### src/rtl/riscv_pkg.sv
`default_nettype none
// RISC-V vector ISA encodings used by the fixed-point unit
// Element width (vsew) and fixed-point rounding mode (vxrm)

package riscv_pkg;

    // Selected element width, vsew encoding
    typedef enum logic [1:0] {
        SEW_8  = 2'b00,
        SEW_16 = 2'b01,
        SEW_32 = 2'b10,
        SEW_64 = 2'b11
    } sew_t;

    // Fixed-point rounding mode, vxrm CSR encoding
    typedef enum logic [1:0] {
        RNU_V = 2'd0,   // Round to nearest, ties up
        RNE_V = 2'd1,   // Round to nearest, ties to even
        RDN_V = 2'd2,   // Round down, truncate
        ROD_V = 2'd3    // Round to odd, jam
    } vxrm_t;

endpackage

`default_nettype wire

### src/rtl/drac_pkg.sv
`default_nettype none
// Core microarchitecture types for the vector lane cluster
// Data word, fixed-point instruction types and default cluster sizes

package drac_pkg;

    // Cluster sizes used as top-level parameter defaults
    localparam int DEF_NUM_LANES   = 4;    // 64-bit lanes per request
    localparam int DEF_QUEUE_DEPTH = 4;    // Issue queue entries, equal to upstream credits
    localparam int DEF_OUT_CREDITS = 2;    // Downstream credits held after reset

    // One lane data word
    typedef logic [63:0] bus64_t;

    // Fixed-point add/subtract instructions handled by the unit
    typedef enum logic [3:0] {
        VSADDU = 4'd0,  // Saturating add, unsigned
        VSADD  = 4'd1,  // Saturating add, signed
        VSSUBU = 4'd2,  // Saturating subtract, unsigned
        VSSUB  = 4'd3,  // Saturating subtract, signed
        VAADDU = 4'd4,  // Averaging add, unsigned
        VAADD  = 4'd5,  // Averaging add, signed
        VASUBU = 4'd6,  // Averaging subtract, unsigned
        VASUB  = 4'd7   // Averaging subtract, signed
    } instr_type_t;

endpackage

`default_nettype wire

### src/rtl/vsaaddsub.sv
`timescale 1ns/1ns
`default_nettype none
// One 64-bit lane of saturating and averaging add/subtract
// Eight byte adders chained by SEW, with per-element saturation and vxrm rounding

module vsaaddsub
    import drac_pkg::*;
    import riscv_pkg::*;
(
    input  instr_type_t instr_type_i,   // Instruction type
    input  sew_t        sew_i,          // Element width
    input  vxrm_t       vxrm_i,         // Rounding mode for averaging ops
    input  bus64_t      data_vs1_i,     // Source operand 1
    input  bus64_t      data_vs2_i,     // Source operand 2
    output bus64_t      data_vd_o,      // Result word
    output logic        sat_ovf_o       // Some element saturated
);

    logic            is_sub;
    logic            is_signed;
    logic            is_avg;
    logic [2:0]      byte_mask;     // Byte index bits that stay inside one element
    logic [7:0]      elem_low;      // Byte is the lowest of its element
    logic [7:0]      elem_top;      // Byte is the highest of its element

    bus64_t          op_a;
    bus64_t          op_b;
    bus64_t          sum_w;         // Raw byte adder outputs
    bus64_t          shift_w;       // Full-precision result shifted right by one
    logic [7:0]      carry_out;
    logic [7:0]      ext_bit;       // Bit SEW of the full-precision result
    logic [7:0]      ovf_top;       // Overflow, valid on top bytes only
    logic [7:0]      ovf_elem;      // Overflow spread over the whole element
    logic [7:0][7:0] sat_b;
    logic [7:0][7:0] avg_b;

    // Rounding increment for a right shift by one
    function automatic logic round_inc(vxrm_t mode, logic [1:0] v);
        case (mode)
            RNU_V:   round_inc = v[0];
            RNE_V:   round_inc = v[0] & v[1];
            RDN_V:   round_inc = 1'b0;
            default: round_inc = v[0] & ~v[1];  // ROD
        endcase
    endfunction

    assign is_sub    = instr_type_i inside {VSSUBU, VSSUB, VASUBU, VASUB};
    assign is_signed = instr_type_i inside {VSADD, VSSUB, VAADD, VASUB};
    assign is_avg    = instr_type_i inside {VAADDU, VAADD, VASUBU, VASUB};

    always_comb begin
        case (sew_i)
            SEW_8:   byte_mask = 3'b000;
            SEW_16:  byte_mask = 3'b001;
            SEW_32:  byte_mask = 3'b011;
            default: byte_mask = 3'b111;    // SEW_64
        endcase
    end

    always_comb begin
        for (int i = 0; i < 8; i++) begin
            elem_low[i] = (3'(i) & byte_mask) == 3'b000;
            elem_top[i] = (3'(i) & byte_mask) == byte_mask;
        end
    end

    // vs2 - vs1 is vs2 + ~vs1 + 1
    assign op_a = is_sub ? ~data_vs1_i : data_vs1_i;
    assign op_b = data_vs2_i;

    // Byte adders, carry passes on only inside an element
    always_comb begin
        logic carry;
        carry = is_sub;
        for (int i = 0; i < 8; i++) begin
            if (elem_low[i]) begin
                carry = is_sub;
            end
            {carry_out[i], sum_w[8*i +: 8]} = op_a[8*i +: 8] + op_b[8*i +: 8] + 9'(carry);
            carry = carry_out[i];
        end
    end

    // Overflow and extension bit per element top byte
    always_comb begin
        for (int i = 0; i < 8; i++) begin
            // Sign-extended or zero-extended operands give the extra result bit
            ext_bit[i] = (is_signed ? op_a[8*i+7] ^ op_b[8*i+7] : is_sub) ^ carry_out[i];
            if (is_signed) begin
                // Same operand signs and a result of the other sign
                ovf_top[i] = (op_a[8*i+7] ^ sum_w[8*i+7]) & (op_b[8*i+7] ^ sum_w[8*i+7]);
            end else begin
                ovf_top[i] = carry_out[i] ^ is_sub;     // Carry on add, borrow on sub
            end
            ovf_top[i] = ovf_top[i] & elem_top[i] & ~is_avg;
        end
    end

    // Walk down from each top byte to spread overflow and the clamp value
    always_comb begin
        logic ovf;
        logic neg;
        ovf = 1'b0;
        neg = 1'b0;
        for (int i = 7; i >= 0; i--) begin
            if (elem_top[i]) begin
                ovf = ovf_top[i];
                neg = is_signed ? op_b[8*i+7] : is_sub;   // Clamp to min / zero
            end
            ovf_elem[i] = ovf;
            if (is_signed && elem_top[i]) begin
                sat_b[i] = {neg, {7{~neg}}};
            end else begin
                sat_b[i] = {8{~neg}};
            end
        end
    end

    always_comb begin
        shift_w = sum_w >> 1;
        for (int i = 0; i < 8; i++) begin
            if (elem_top[i]) begin
                shift_w[8*i+7] = ext_bit[i];
            end
        end
    end

    // Second byte chain adds the rounding increment at each element's low byte
    always_comb begin
        logic carry;
        carry = 1'b0;
        for (int i = 0; i < 8; i++) begin
            if (elem_low[i]) begin
                carry = round_inc(vxrm_i, sum_w[8*i +: 2]);
            end
            {carry, avg_b[i]} = shift_w[8*i +: 8] + 9'(carry);
        end
    end

    always_comb begin
        for (int i = 0; i < 8; i++) begin
            if (is_avg) begin
                data_vd_o[8*i +: 8] = avg_b[i];
            end else if (ovf_elem[i]) begin
                data_vd_o[8*i +: 8] = sat_b[i];
            end else begin
                data_vd_o[8*i +: 8] = sum_w[8*i +: 8];
            end
        end
    end

    assign sat_ovf_o = |ovf_top;

endmodule

`default_nettype wire

### src/rtl/vfxp_issue_queue.sv
`timescale 1ns/1ns
`default_nettype none
// Issue queue of the fixed-point unit
// Circular FIFO filled under upstream credits, one credit returned per pop

module vfxp_issue_queue
    import drac_pkg::*;
    import riscv_pkg::*;
#(
    parameter int QUEUE_DEPTH = DEF_QUEUE_DEPTH,
    parameter int NUM_LANES   = DEF_NUM_LANES
) (
    input  logic                   clk_i,
    input  logic                   arst_n_i,
    input  logic                   req_valid_i,
    input  instr_type_t            req_instr_i,
    input  sew_t                   req_sew_i,
    input  vxrm_t                  req_vxrm_i,
    input  bus64_t [NUM_LANES-1:0] req_vs1_i,
    input  bus64_t [NUM_LANES-1:0] req_vs2_i,
    input  logic                   pop_i,          // Head leaves this cycle
    output logic                   head_valid_o,
    output instr_type_t            head_instr_o,
    output sew_t                   head_sew_o,
    output vxrm_t                  head_vxrm_o,
    output bus64_t [NUM_LANES-1:0] head_vs1_o,
    output bus64_t [NUM_LANES-1:0] head_vs2_o,
    output logic                   req_credit_o    // One upstream credit back
);

    localparam int PTR_W = (QUEUE_DEPTH > 1) ? $clog2(QUEUE_DEPTH) : 1;
    localparam int CNT_W = $clog2(QUEUE_DEPTH + 1);

    typedef logic [PTR_W-1:0] qptr_t;
    typedef logic [CNT_W-1:0] qcnt_t;

    instr_type_t            instr_q [QUEUE_DEPTH];
    sew_t                   sew_q   [QUEUE_DEPTH];
    vxrm_t                  vxrm_q  [QUEUE_DEPTH];
    bus64_t [NUM_LANES-1:0] vs1_q   [QUEUE_DEPTH];
    bus64_t [NUM_LANES-1:0] vs2_q   [QUEUE_DEPTH];

    qptr_t wr_ptr;
    qptr_t rd_ptr;
    qcnt_t count;

    function automatic qptr_t ptr_inc(qptr_t p);
        ptr_inc = (p == qptr_t'(QUEUE_DEPTH - 1)) ? '0 : p + 1'b1;
    endfunction

    // Entry storage, sender holds a credit so a slot is always free
    always_ff @(posedge clk_i) begin
        if (req_valid_i) begin
            instr_q[wr_ptr] <= req_instr_i;
            sew_q[wr_ptr]   <= req_sew_i;
            vxrm_q[wr_ptr]  <= req_vxrm_i;
            vs1_q[wr_ptr]   <= req_vs1_i;
            vs2_q[wr_ptr]   <= req_vs2_i;
        end
    end

    always_ff @(posedge clk_i or negedge arst_n_i) begin
        if (!arst_n_i) begin
            wr_ptr       <= '0;
            rd_ptr       <= '0;
            count        <= '0;
            req_credit_o <= 1'b0;
        end else begin
            if (req_valid_i) begin
                wr_ptr <= ptr_inc(wr_ptr);
            end
            if (pop_i) begin
                rd_ptr <= ptr_inc(rd_ptr);
            end
            count        <= count + qcnt_t'(req_valid_i) - qcnt_t'(pop_i);
            req_credit_o <= pop_i;      // Freed slot goes back upstream
        end
    end

    // Oldest entry
    assign head_valid_o = (count != '0);
    assign head_instr_o = instr_q[rd_ptr];
    assign head_sew_o   = sew_q[rd_ptr];
    assign head_vxrm_o  = vxrm_q[rd_ptr];
    assign head_vs1_o   = vs1_q[rd_ptr];
    assign head_vs2_o   = vs2_q[rd_ptr];

endmodule

`default_nettype wire

### src/rtl/vfxp_writeback.sv
`timescale 1ns/1ns
`default_nettype none
// Writeback of the fixed-point unit
// Two-entry result buffer sent under downstream credits, sticky vxsat

module vfxp_writeback
    import drac_pkg::*;
#(
    parameter int NUM_LANES   = DEF_NUM_LANES,
    parameter int OUT_CREDITS = DEF_OUT_CREDITS
) (
    input  logic                   clk_i,
    input  logic                   arst_n_i,
    input  logic                   head_valid_i,   // Queue holds a request
    input  bus64_t [NUM_LANES-1:0] lane_vd_i,
    input  logic [NUM_LANES-1:0]   lane_sat_i,
    input  logic                   res_credit_i,   // Credit back from downstream
    input  logic                   vxsat_clr_i,
    output logic                   pop_o,
    output logic                   res_valid_o,
    output bus64_t [NUM_LANES-1:0] res_data_o,
    output logic                   res_sat_o,
    output logic                   vxsat_o
);

    localparam int CRED_W = $clog2(OUT_CREDITS + 1);

    typedef logic [CRED_W-1:0] credit_t;

    bus64_t [NUM_LANES-1:0] buf_data [2];
    logic                   buf_sat  [2];

    logic       wr_ptr;
    logic       rd_ptr;
    logic [1:0] buf_count;      // Occupied slots, 0 to 2
    credit_t    credits;        // Downstream credits on hand
    logic       send;

    assign pop_o = head_valid_i && (buf_count != 2'd2);
    assign send  = (buf_count != 2'd0) && (credits != '0);

    assign res_valid_o = send;
    assign res_data_o  = buf_data[rd_ptr];
    assign res_sat_o   = buf_sat[rd_ptr];

    // Lane outputs are taken at the edge of the pop
    always_ff @(posedge clk_i) begin
        if (pop_o) begin
            buf_data[wr_ptr] <= lane_vd_i;
            buf_sat[wr_ptr]  <= |lane_sat_i;
        end
    end

    always_ff @(posedge clk_i or negedge arst_n_i) begin
        if (!arst_n_i) begin
            wr_ptr    <= 1'b0;
            rd_ptr    <= 1'b0;
            buf_count <= 2'd0;
            credits   <= credit_t'(OUT_CREDITS);
            vxsat_o   <= 1'b0;
        end else begin
            if (pop_o) begin
                wr_ptr <= ~wr_ptr;
            end
            if (send) begin
                rd_ptr <= ~rd_ptr;
            end
            buf_count <= buf_count + {1'b0, pop_o} - {1'b0, send};
            credits   <= credits + credit_t'(res_credit_i) - credit_t'(send);

            // A set in the same cycle as a clear wins
            if (send && res_sat_o) begin
                vxsat_o <= 1'b1;
            end else if (vxsat_clr_i) begin
                vxsat_o <= 1'b0;
            end
        end
    end

endmodule

`default_nettype wire

### src/rtl/vfxp_unit.sv
`timescale 1ns/1ns
`default_nettype none
// Fixed-point add/subtract unit of the vector lane cluster
// Issue queue feeding NUM_LANES combinational lanes and a writeback buffer

module vfxp_unit
    import drac_pkg::*;
    import riscv_pkg::*;
#(
    parameter int NUM_LANES   = DEF_NUM_LANES,
    parameter int QUEUE_DEPTH = DEF_QUEUE_DEPTH,
    parameter int OUT_CREDITS = DEF_OUT_CREDITS
) (
    input  logic                   clk_i,
    input  logic                   arst_n_i,
    // Upstream, credit based
    input  logic                   req_valid_i,
    input  instr_type_t            req_instr_i,
    input  sew_t                   req_sew_i,
    input  vxrm_t                  req_vxrm_i,
    input  bus64_t [NUM_LANES-1:0] req_vs1_i,
    input  bus64_t [NUM_LANES-1:0] req_vs2_i,
    output logic                   req_credit_o,
    // Downstream, credit based
    output logic                   res_valid_o,
    output bus64_t [NUM_LANES-1:0] res_data_o,
    output logic                   res_sat_o,
    input  logic                   res_credit_i,
    input  logic                   vxsat_clr_i,
    output logic                   vxsat_o         // Sticky saturation flag
);

    logic                   head_valid;
    instr_type_t            head_instr;
    sew_t                   head_sew;
    vxrm_t                  head_vxrm;
    bus64_t [NUM_LANES-1:0] head_vs1;
    bus64_t [NUM_LANES-1:0] head_vs2;
    bus64_t [NUM_LANES-1:0] lane_vd;
    logic [NUM_LANES-1:0]   lane_sat;
    logic                   pop;

    vfxp_issue_queue #(
        .QUEUE_DEPTH (QUEUE_DEPTH),
        .NUM_LANES   (NUM_LANES)
    ) issue_queue_i (
        .clk_i        (clk_i),
        .arst_n_i     (arst_n_i),
        .req_valid_i  (req_valid_i),
        .req_instr_i  (req_instr_i),
        .req_sew_i    (req_sew_i),
        .req_vxrm_i   (req_vxrm_i),
        .req_vs1_i    (req_vs1_i),
        .req_vs2_i    (req_vs2_i),
        .pop_i        (pop),
        .head_valid_o (head_valid),
        .head_instr_o (head_instr),
        .head_sew_o   (head_sew),
        .head_vxrm_o  (head_vxrm),
        .head_vs1_o   (head_vs1),
        .head_vs2_o   (head_vs2),
        .req_credit_o (req_credit_o)
    );

    // One lane per 64-bit word, all sharing the head instruction
    for (genvar k = 0; k < NUM_LANES; k++) begin : g_lane
        vsaaddsub lane_i (
            .instr_type_i (head_instr),
            .sew_i        (head_sew),
            .vxrm_i       (head_vxrm),
            .data_vs1_i   (head_vs1[k]),
            .data_vs2_i   (head_vs2[k]),
            .data_vd_o    (lane_vd[k]),
            .sat_ovf_o    (lane_sat[k])
        );
    end

    vfxp_writeback #(
        .NUM_LANES   (NUM_LANES),
        .OUT_CREDITS (OUT_CREDITS)
    ) writeback_i (
        .clk_i        (clk_i),
        .arst_n_i     (arst_n_i),
        .head_valid_i (head_valid),
        .lane_vd_i    (lane_vd),
        .lane_sat_i   (lane_sat),
        .res_credit_i (res_credit_i),
        .vxsat_clr_i  (vxsat_clr_i),
        .pop_o        (pop),
        .res_valid_o  (res_valid_o),
        .res_data_o   (res_data_o),
        .res_sat_o    (res_sat_o),
        .vxsat_o      (vxsat_o)
    );

endmodule

`default_nettype wire

### config.mk
export PLATFORM = sky130hd
export DESIGN_NAME = vfxp_unit
export DESIGN_NICKNAME = d
export VERILOG_FILES = /design/src/rtl/riscv_pkg.sv /design/src/rtl/drac_pkg.sv /design/src/rtl/vsaaddsub.sv /design/src/rtl/vfxp_issue_queue.sv /design/src/rtl/vfxp_writeback.sv /design/src/rtl/vfxp_unit.sv
export SDC_FILE = /design/constraint.sdc
export NUM_CORES = 2
export LEC_CHECK = 0
export BUFFER_PORTS_ARGS = -buffer_cell sky130_fd_sc_hd__buf_4
export CAP_MARGIN = 20
export CORE_ASPECT_RATIO = 1.5
export CORE_MARGIN = 8
export CORE_UTILIZATION = 60
export DETAILED_ROUTE_END_ITERATION = 6
export MAX_ROUTING_LAYER = met4
export PLACE_DENSITY = 0.79
export SLEW_MARGIN = 20
export SYNTH_ARGS = -nofsm -noshare
export SYNTH_HDL_FRONTEND = slang
export SYNTH_SLANG_ARGS = --single-unit
export TNS_END_PERCENT = 10
### constraint.sdc
create_clock -name clk_i -period 40.6 [get_ports clk_i]
set_input_delay 8.12 -clock clk_i [delete_from_list [all_inputs] [get_ports clk_i]]
set_output_delay 8.12 -clock clk_i [all_outputs]
set_load 0.005 [all_outputs]
After elaboration in Yosys (flattened, before gate mapping)
Memories as Yosys holds them, arrays and structs flattened.
Cells that the tools add are included.
{ "op_classes": {"n_addsub": 104, "n_eq_ne": 14, "muxes": 377, "bitwise": 390, "n_reduce_logical": 30} }
{ "op_table": {"columns": ["operator", "count"], "rows": [
  ["8-bit two-way mux", 96],
  ["8-bit by 8-bit adder with 9-bit output", 32],
  ["9-bit by 1-bit adder with 9-bit output", 32],
  ["64-bit two-way mux", 4],
  ["64-bit inverter", 4],
  ["8-bit by 1-bit adder with 9-bit output", 28],
  ["1-bit two-way mux", 242],
  ["1-bit XOR", 160],
  ["1-bit AND", 156],
  ["1-bit case mux with 3 select lines", 32],
  ["1-bit inverter", 70],
  ["8-bit by 1-bit adder with 8-bit output", 4],
  ["32-bit OR reduction", 1],
  ["3-bit zero test", 7],
  ["4-bit by 3-bit == test with 1-bit output, second input constant", 4],
  ["4-bit nonzero test", 3],
  ["1-bit logical AND", 10],
  ["2-bit zero test", 5],
  ["3-bit case mux with 3 select lines", 1],
  ["2-bit == test, second input constant", 4],
  ["4-bit by 2-bit == test with 1-bit output, second input constant", 2],
  ["2-bit nonzero test", 3],
  ["2-bit by 1-bit adder with 2-bit output", 2],
  ["2-bit by 1-bit adder with 2-bit output, second input constant", 2],
  ["8 further kinds", 11]
]} }
{ "totals": {"ff_bits": 15, "ramBits": 2594, "inputBits": 525, "output_inout_bits": 260, "word_cells": 931, "mem_count": 7} }
{ "mem_list": {"columns": ["memory", "depth", "width", "rd", "rd_ports_with_merged_regs", "write_ports", "line", "source"], "rows": [
  ["issue_queue_i.vs1_q", 4, 256, 1, 0, 1, "vfxp_issue_queue.sv:40", "bus64_t [NUM_LANES-1:0] vs1_q [QUEUE_DEPTH];"],
  ["issue_queue_i.vs2_q", 4, 256, 1, 0, 1, "vfxp_issue_queue.sv:41", "bus64_t [NUM_LANES-1:0] vs2_q [QUEUE_DEPTH];"],
  ["writeback_i.buf_data", 2, 256, 1, 0, 1, "vfxp_writeback.sv:30", "bus64_t [NUM_LANES-1:0] buf_data [2];"],
  ["issue_queue_i.instr_q", 4, 4, 1, 0, 1, "vfxp_issue_queue.sv:37", "instr_type_t instr_q [QUEUE_DEPTH];"],
  ["issue_queue_i.sew_q", 4, 2, 1, 0, 1, "vfxp_issue_queue.sv:38", "sew_t sew_q [QUEUE_DEPTH];"],
  ["issue_queue_i.vxrm_q", 4, 2, 1, 0, 1, "vfxp_issue_queue.sv:39", "vxrm_t vxrm_q [QUEUE_DEPTH];"],
  ["+1 memories", null, null, null, null, null, null, null]
]} }

Logic depth before layout (Yosys ltp)
An unclocked memory read counts as a cell.
{ "logic_depth": {"word_depth": 33, "depth_mapped": 81, "mapped_depth_nobuf": 71} }

Cells and area by module
A second synthesis with hierarchy kept.
{ "hier_totals": {"hier_cells": 7343, "hier_area_um2": 121900.7} }
{ "modules_own_cells": {"columns": ["mod", "instances", "cells_per_inst", "area_each_um2", "seq_area_each_um2"], "rows": [
  ["vfxp_issue_queue", 1, 2752, 75507.4, 62660.1],
  ["vsaaddsub at g_lane[0].lane_i ...", 3, 939, 6647.6, 0.0],
  ["vfxp_writeback", 1, 831, 19880.3, 15611.2],
  ["vsaaddsub at g_lane[2].lane_i", 1, 943, 6570.1, 0.0]
]} }

Least setup slack after synthesis
No wires, ideal clock.
{ "synth_timing": {"path_kind": "input-to-reg", "from": "input port req_valid_i", "to": "memory issue_queue_i.instr_q[0][0] (netlist bit) (enable)", "setup_ns": 0.950, "t_arrival_ns": 19.790, "required_ns": 39.650, "path_slack_ns": 19.860, "path_stages": 1, "n_path_buf": 0, "cell_sequence": "and2_1"} }
{ "synth_between": {"elab_chain_len": 2} }
{ "synth_rtl": {"columns": ["element", "line", "source"], "rows": [
  ["from (decl)", "vfxp_unit.sv:17", "input logic req_valid_i,"],
  ["1-bit two-way mux", "vfxp_issue_queue.sv:53", "if (req_valid_i) begin"],
  ["1-bit two-way mux (not written as such)", "vfxp_issue_queue.sv:54", "instr_q[wr_ptr] <= req_instr_i;"],
  ["to (decl)", "vfxp_issue_queue.sv:37", null]
]} }
Every way passes these cells.

Worst setup path after layout
{ "layout_timing": {"from": "register issue_queue_i.rd_ptr[1]", "to": "memory writeback_i.buf_data[1][226] (netlist bit) (data pin)"} }
{ "layout_between": {"elab_chain_len": 29} }
{ "layout_rtl": {"columns": ["element", "line", "source"], "rows": [
  ["from (decl)", "vfxp_issue_queue.sv:44", "qptr_t rd_ptr;"],
  ["from (signal assigned)", "vfxp_issue_queue.sv:73", "rd_ptr <= ptr_inc(rd_ptr);"],
  ["memory read 4 x 4 bit", null, null],
  ["4-bit by 2-bit == test with 1-bit output (tied with other cells)", "vsaaddsub.sv:47", "assign is_sub = instr_type_i inside {VSSUBU, VSSUB, VASUBU, VASUB};"],
  ["4-bit nonzero test", "vsaaddsub.sv:47", null],
  ["64-bit two-way mux", "vsaaddsub.sv:68", "assign op_a = is_sub ? ~data_vs1_i : data_vs1_i;"],
  ["8-bit by 8-bit adder with 9-bit output", "vsaaddsub.sv:79", "{carry_out[i], sum_w[8*i +: 8]} = op_a[8*i +: 8] + op_b[8*i +: 8] + 9'(carry);"],
  ["9-bit by 1-bit adder with 9-bit output", "vsaaddsub.sv:79", null],
  ["1-bit two-way mux", "vsaaddsub.sv:76", "if (elem_low[i]) begin"],
  ["9-bit by 1-bit adder with 9-bit output", "vsaaddsub.sv:79", null],
  ["[... 12 more ...]", null, null],
  ["1-bit XOR", "vsaaddsub.sv:91", "ovf_top[i] = (op_a[8*i+7] ^ sum_w[8*i+7]) & (op_b[8*i+7] ^ sum_w[8*i+7]);"],
  ["1-bit AND", "vsaaddsub.sv:91", null],
  ["1-bit two-way mux", "vsaaddsub.sv:89", "if (is_signed) begin"],
  ["1-bit AND", "vsaaddsub.sv:95", "ovf_top[i] = ovf_top[i] & elem_top[i] & ~is_avg;"],
  ["1-bit two-way mux (3 in a row)", "vsaaddsub.sv:106", "if (elem_top[i]) begin"],
  ["8-bit two-way mux", "vsaaddsub.sv:144", "end else if (ovf_elem[i]) begin"],
  ["8-bit two-way mux (*)", "vsaaddsub.sv:142", "if (is_avg) begin"],
  ["via g_lane[3].lane_i.data_vd_o[34]", "vsaaddsub.sv:15", "output bus64_t data_vd_o,"],
  ["to (decl)", "vfxp_writeback.sv:30", null]
]} }
The timed path passes the listed nets; every way through them passes the cells marked *.

==> flow_summary.json <==
{
  "fin_nets": 8927,
  "rsz0062_at_grt": "false",
  "start_util_pct": 60.34,
  "grt_max_degree": 149,
  "finalSetupViolations": 0,
  "port_buffers": 784,
  "endpoint_kind": "flop",
  "status": "complete, no violations",
  "critPathArrivalTime_ps": 23420,
  "synth_common_cells": "edfxtp_1, mux4_2, xnor2_1",
  "setup-tns-final_ps": 0,
  "grt_pass1_wl_mm": 493.1,
  "hold_buffers": 0,
  "wl_per_cell_um": 31.75,
  "synth-seq-cells": 2609,
  "synthDistinctLibCells": 110,
  "dr.pass1.iters": 5,
  "die_area_um2": 213600,
  "cp-start-kind": "flop",
  "fmax_mhz": 43.77,
  "fin_crit_ps": 22850,
  "cts_buffers": 239,
  "crit_path_start": "issue_queue_i.rd_ptr[1]",
  "hp-class": "flop to flop",
  "drt-total-wl_mm": 348.0,
  "fp.dieH_um": 562.1,
  "grt_pass1_vias": 70770,
  "hp-start": "issue_queue_i.count[2]",
  "yosysTopAreaCell": "edfxtp_1",
  "gp_congestion": 0.9528,
  "vias": 71030,
  "synth_flop_cell": "edfxtp_1",
  "cts_tree": "done",
  "row_count": 200,
  "syn_nets": 8092,
  "netlist.area_leader.share_pct": 65.31,
  "yosysMostFrequentCell": "edfxtp_1",
  "hold_ws_ps": 502.8,
  "dieWidth_um": 380.1,
  "synth_area_leaders": "edfxtp_1, mux4_2, xnor2_1",
  "path_clk_slew_ps": 60,
  "cts_sinks": 2609,
  "grt_overflow_total": 0,
  "syn_inst": 7207,
  "utilization_pct": 68.92,
  "relSlewSlack_pct": 18.35,
  "post_cts_resized": 0,
  "synthArstFlopShare_pct": 0.5749,
  "syn2layout_area_growth_pct": 14.22,
  "yosysSeqAreaShare_pct": 65.62,
  "antenna_left": 0,
  "syn_avg_cell_area_um2": 16.55,
  "post-route-cell-area_um2": 136200,
  "worstSkewPairLatency_ps": 910,
  "seqCellArea_um2": 78280,
  "reg2reg_from": "issue_queue_i.rd_ptr[1]",
  "timing.max_cap.violations": 0,
  "max_slew.worst_pin.slew_ps": 1225,
  "cts_setup_buffers": 0,
  "skew_ps": 66.23,
  "drive_gt1_share_pct": 26.16,
  "hold_viol": 0,
  "slew_viol_final": 0,
  "core_area_um2": 197700,
  "drc": 0,
  "htreeDepth": 4,
  "multiInputGateArea_um2": 39390,
  "synth_edf_count": 2594,
  "fin_crit_sh_pct": 56.27,
  "cts_buffer_depth": 4,
  "pin_count": 785,
  "critPathSlowestCell": "a21boi_1",
  "critical-path-max-stage-delay_ps": 870,
  "synth_area_um2": 119300,
  "dpl_cell_area_um2": 128300,
  "ys_warn_count": 0,
  "via_per_inst": 6.481,
  "worstPathMaxFanout": 73,
  "antenna_found_initial": 96,
  "required_ps": 41170,
  "worst-setup-path-type": "flop to flop",
  "drt-initial-drc-count": 7828,
  "timing.critical_path.mode_cell": "fa_1",
  "dp_hpwl_mm": 243.2,
  "track_usage_pct": 32.65,
  "n_fill_cell": 12770,
  "cts.root.buffer_cell": "clkbuf_16"
}
## final timing paths
kind                            cells after the start  slack, ps                            to
worst max-delay path                               71      17750  writeback_i.buf_data[1][226]
worst min-delay path                                1        500        issue_queue_i.count[2]
worst max register to register                     71      17750  writeback_i.buf_data[1][226]
worst min register to register                      1        500        issue_queue_i.count[2]
max in group asynchronous                           1      33160        writeback_i.credits[1]
min in group asynchronous                           1       7130       issue_queue_i.rd_ptr[1]
## cell type report
| class | instances | area share, % |
|---|---|---|
| Antenna cell | 106 | 0.1947 |
| Clock buffer | 276 | 4.554 |
| Clock inverter | 150 | 1.085 |
| Inverter | 107 | 0.2948 |
| Multi-Input combinational cell | 4175 | 28.91 |
| Sequential cell | 2609 | 57.46 |
| Tap cell | 2626 | 2.412 |
| Timing Repair Buffer | 910 | 5.088 |
## per-stage QoR
stage,setup WS (ps),cells
3_5_place_dp,17930,10430
3_3_place_gp,18340,10430
2_1_floorplan,19860,7207
4_1_cts,17820,10850
5_1_grt,16270,10920
6_report,17750,10960
## logic make-up (layout without fill, tap and decap cells)
| logic type | after synthesis | count (layout) | synth area share, % |
|---|---|---|---|
| AOI/OAI and AO/OA | 1095 | 1095 | 6.114 |
| xor gates and xnor gates | 671 | 671 | 5.003 |
| adders and majority gates | 360 | 360 | 4.160 |
| buffers and inverters | 423 | 1443 | 1.499 |
| DFF | 2609 | 2609 | 65.62 |
| muxes | 868 | 868 | 13.02 |
| other | 0 | 106 | 0 |
| and+or+nand+nor | 1181 | 1181 | 4.586 |
## layer usage
| layer | part of all wire, % | track usage [%] |
|---|---|---|
| met5 | 0 | - |
| met3 | 11 | 7.842 |
| met4 | 3.9 | 11.23 |
| met1 | 37 | 41.59 |
| met2 | 48 | 52.04 |
## cells in the final DEF (no fill, tap or decap), types with 171 or more instances in the layout
cell          n
a21oi_1     281
clkbuf_16   243
nand2_1     385
mux2_2      272
xnor2_1     489
ha_1        299
buf_4       902
nor2_1      321
mux4_2      516
o21ai_0     233
edfxtp_1   2594
xor2_1      171
## worst max-delay path: cells and delay by family (launching register included)
family | cells | cell delay [ps]
AOI/OAI and AO/OA | 38 | 10140
xor gates and xnor gates | 2 | 340
adders and majority gates | 15 | 7030
buffers and inverters | 5 | 2140
DFF | 1 | 760
muxes | 2 | 580
and+or+nand+nor | 9 | 1350
## registers in the layout (all words and copies together) (netlist names)
name / cells
issue_queue_i.req_credit_o: 1
issue_queue_i.sew_q: 8
writeback_i.wr_ptr: 1
writeback_i.vxsat_o: 1
writeback_i.buf_data: 512
issue_queue_i.count: 3
writeback_i.buf_sat: 2
writeback_i.buf_count: 2
issue_queue_i.instr_q: 16
writeback_i.rd_ptr: 1
writeback_i.credits: 2
issue_queue_i.wr_ptr: 2
issue_queue_i.vs1_q: 1024
issue_queue_i.vs2_q: 1024
issue_queue_i.rd_ptr: 2
issue_queue_i.vxrm_q: 8
Power is not shown: default switching activity piles up to over one toggle a cycle in this logic, so the estimate is an artifact.
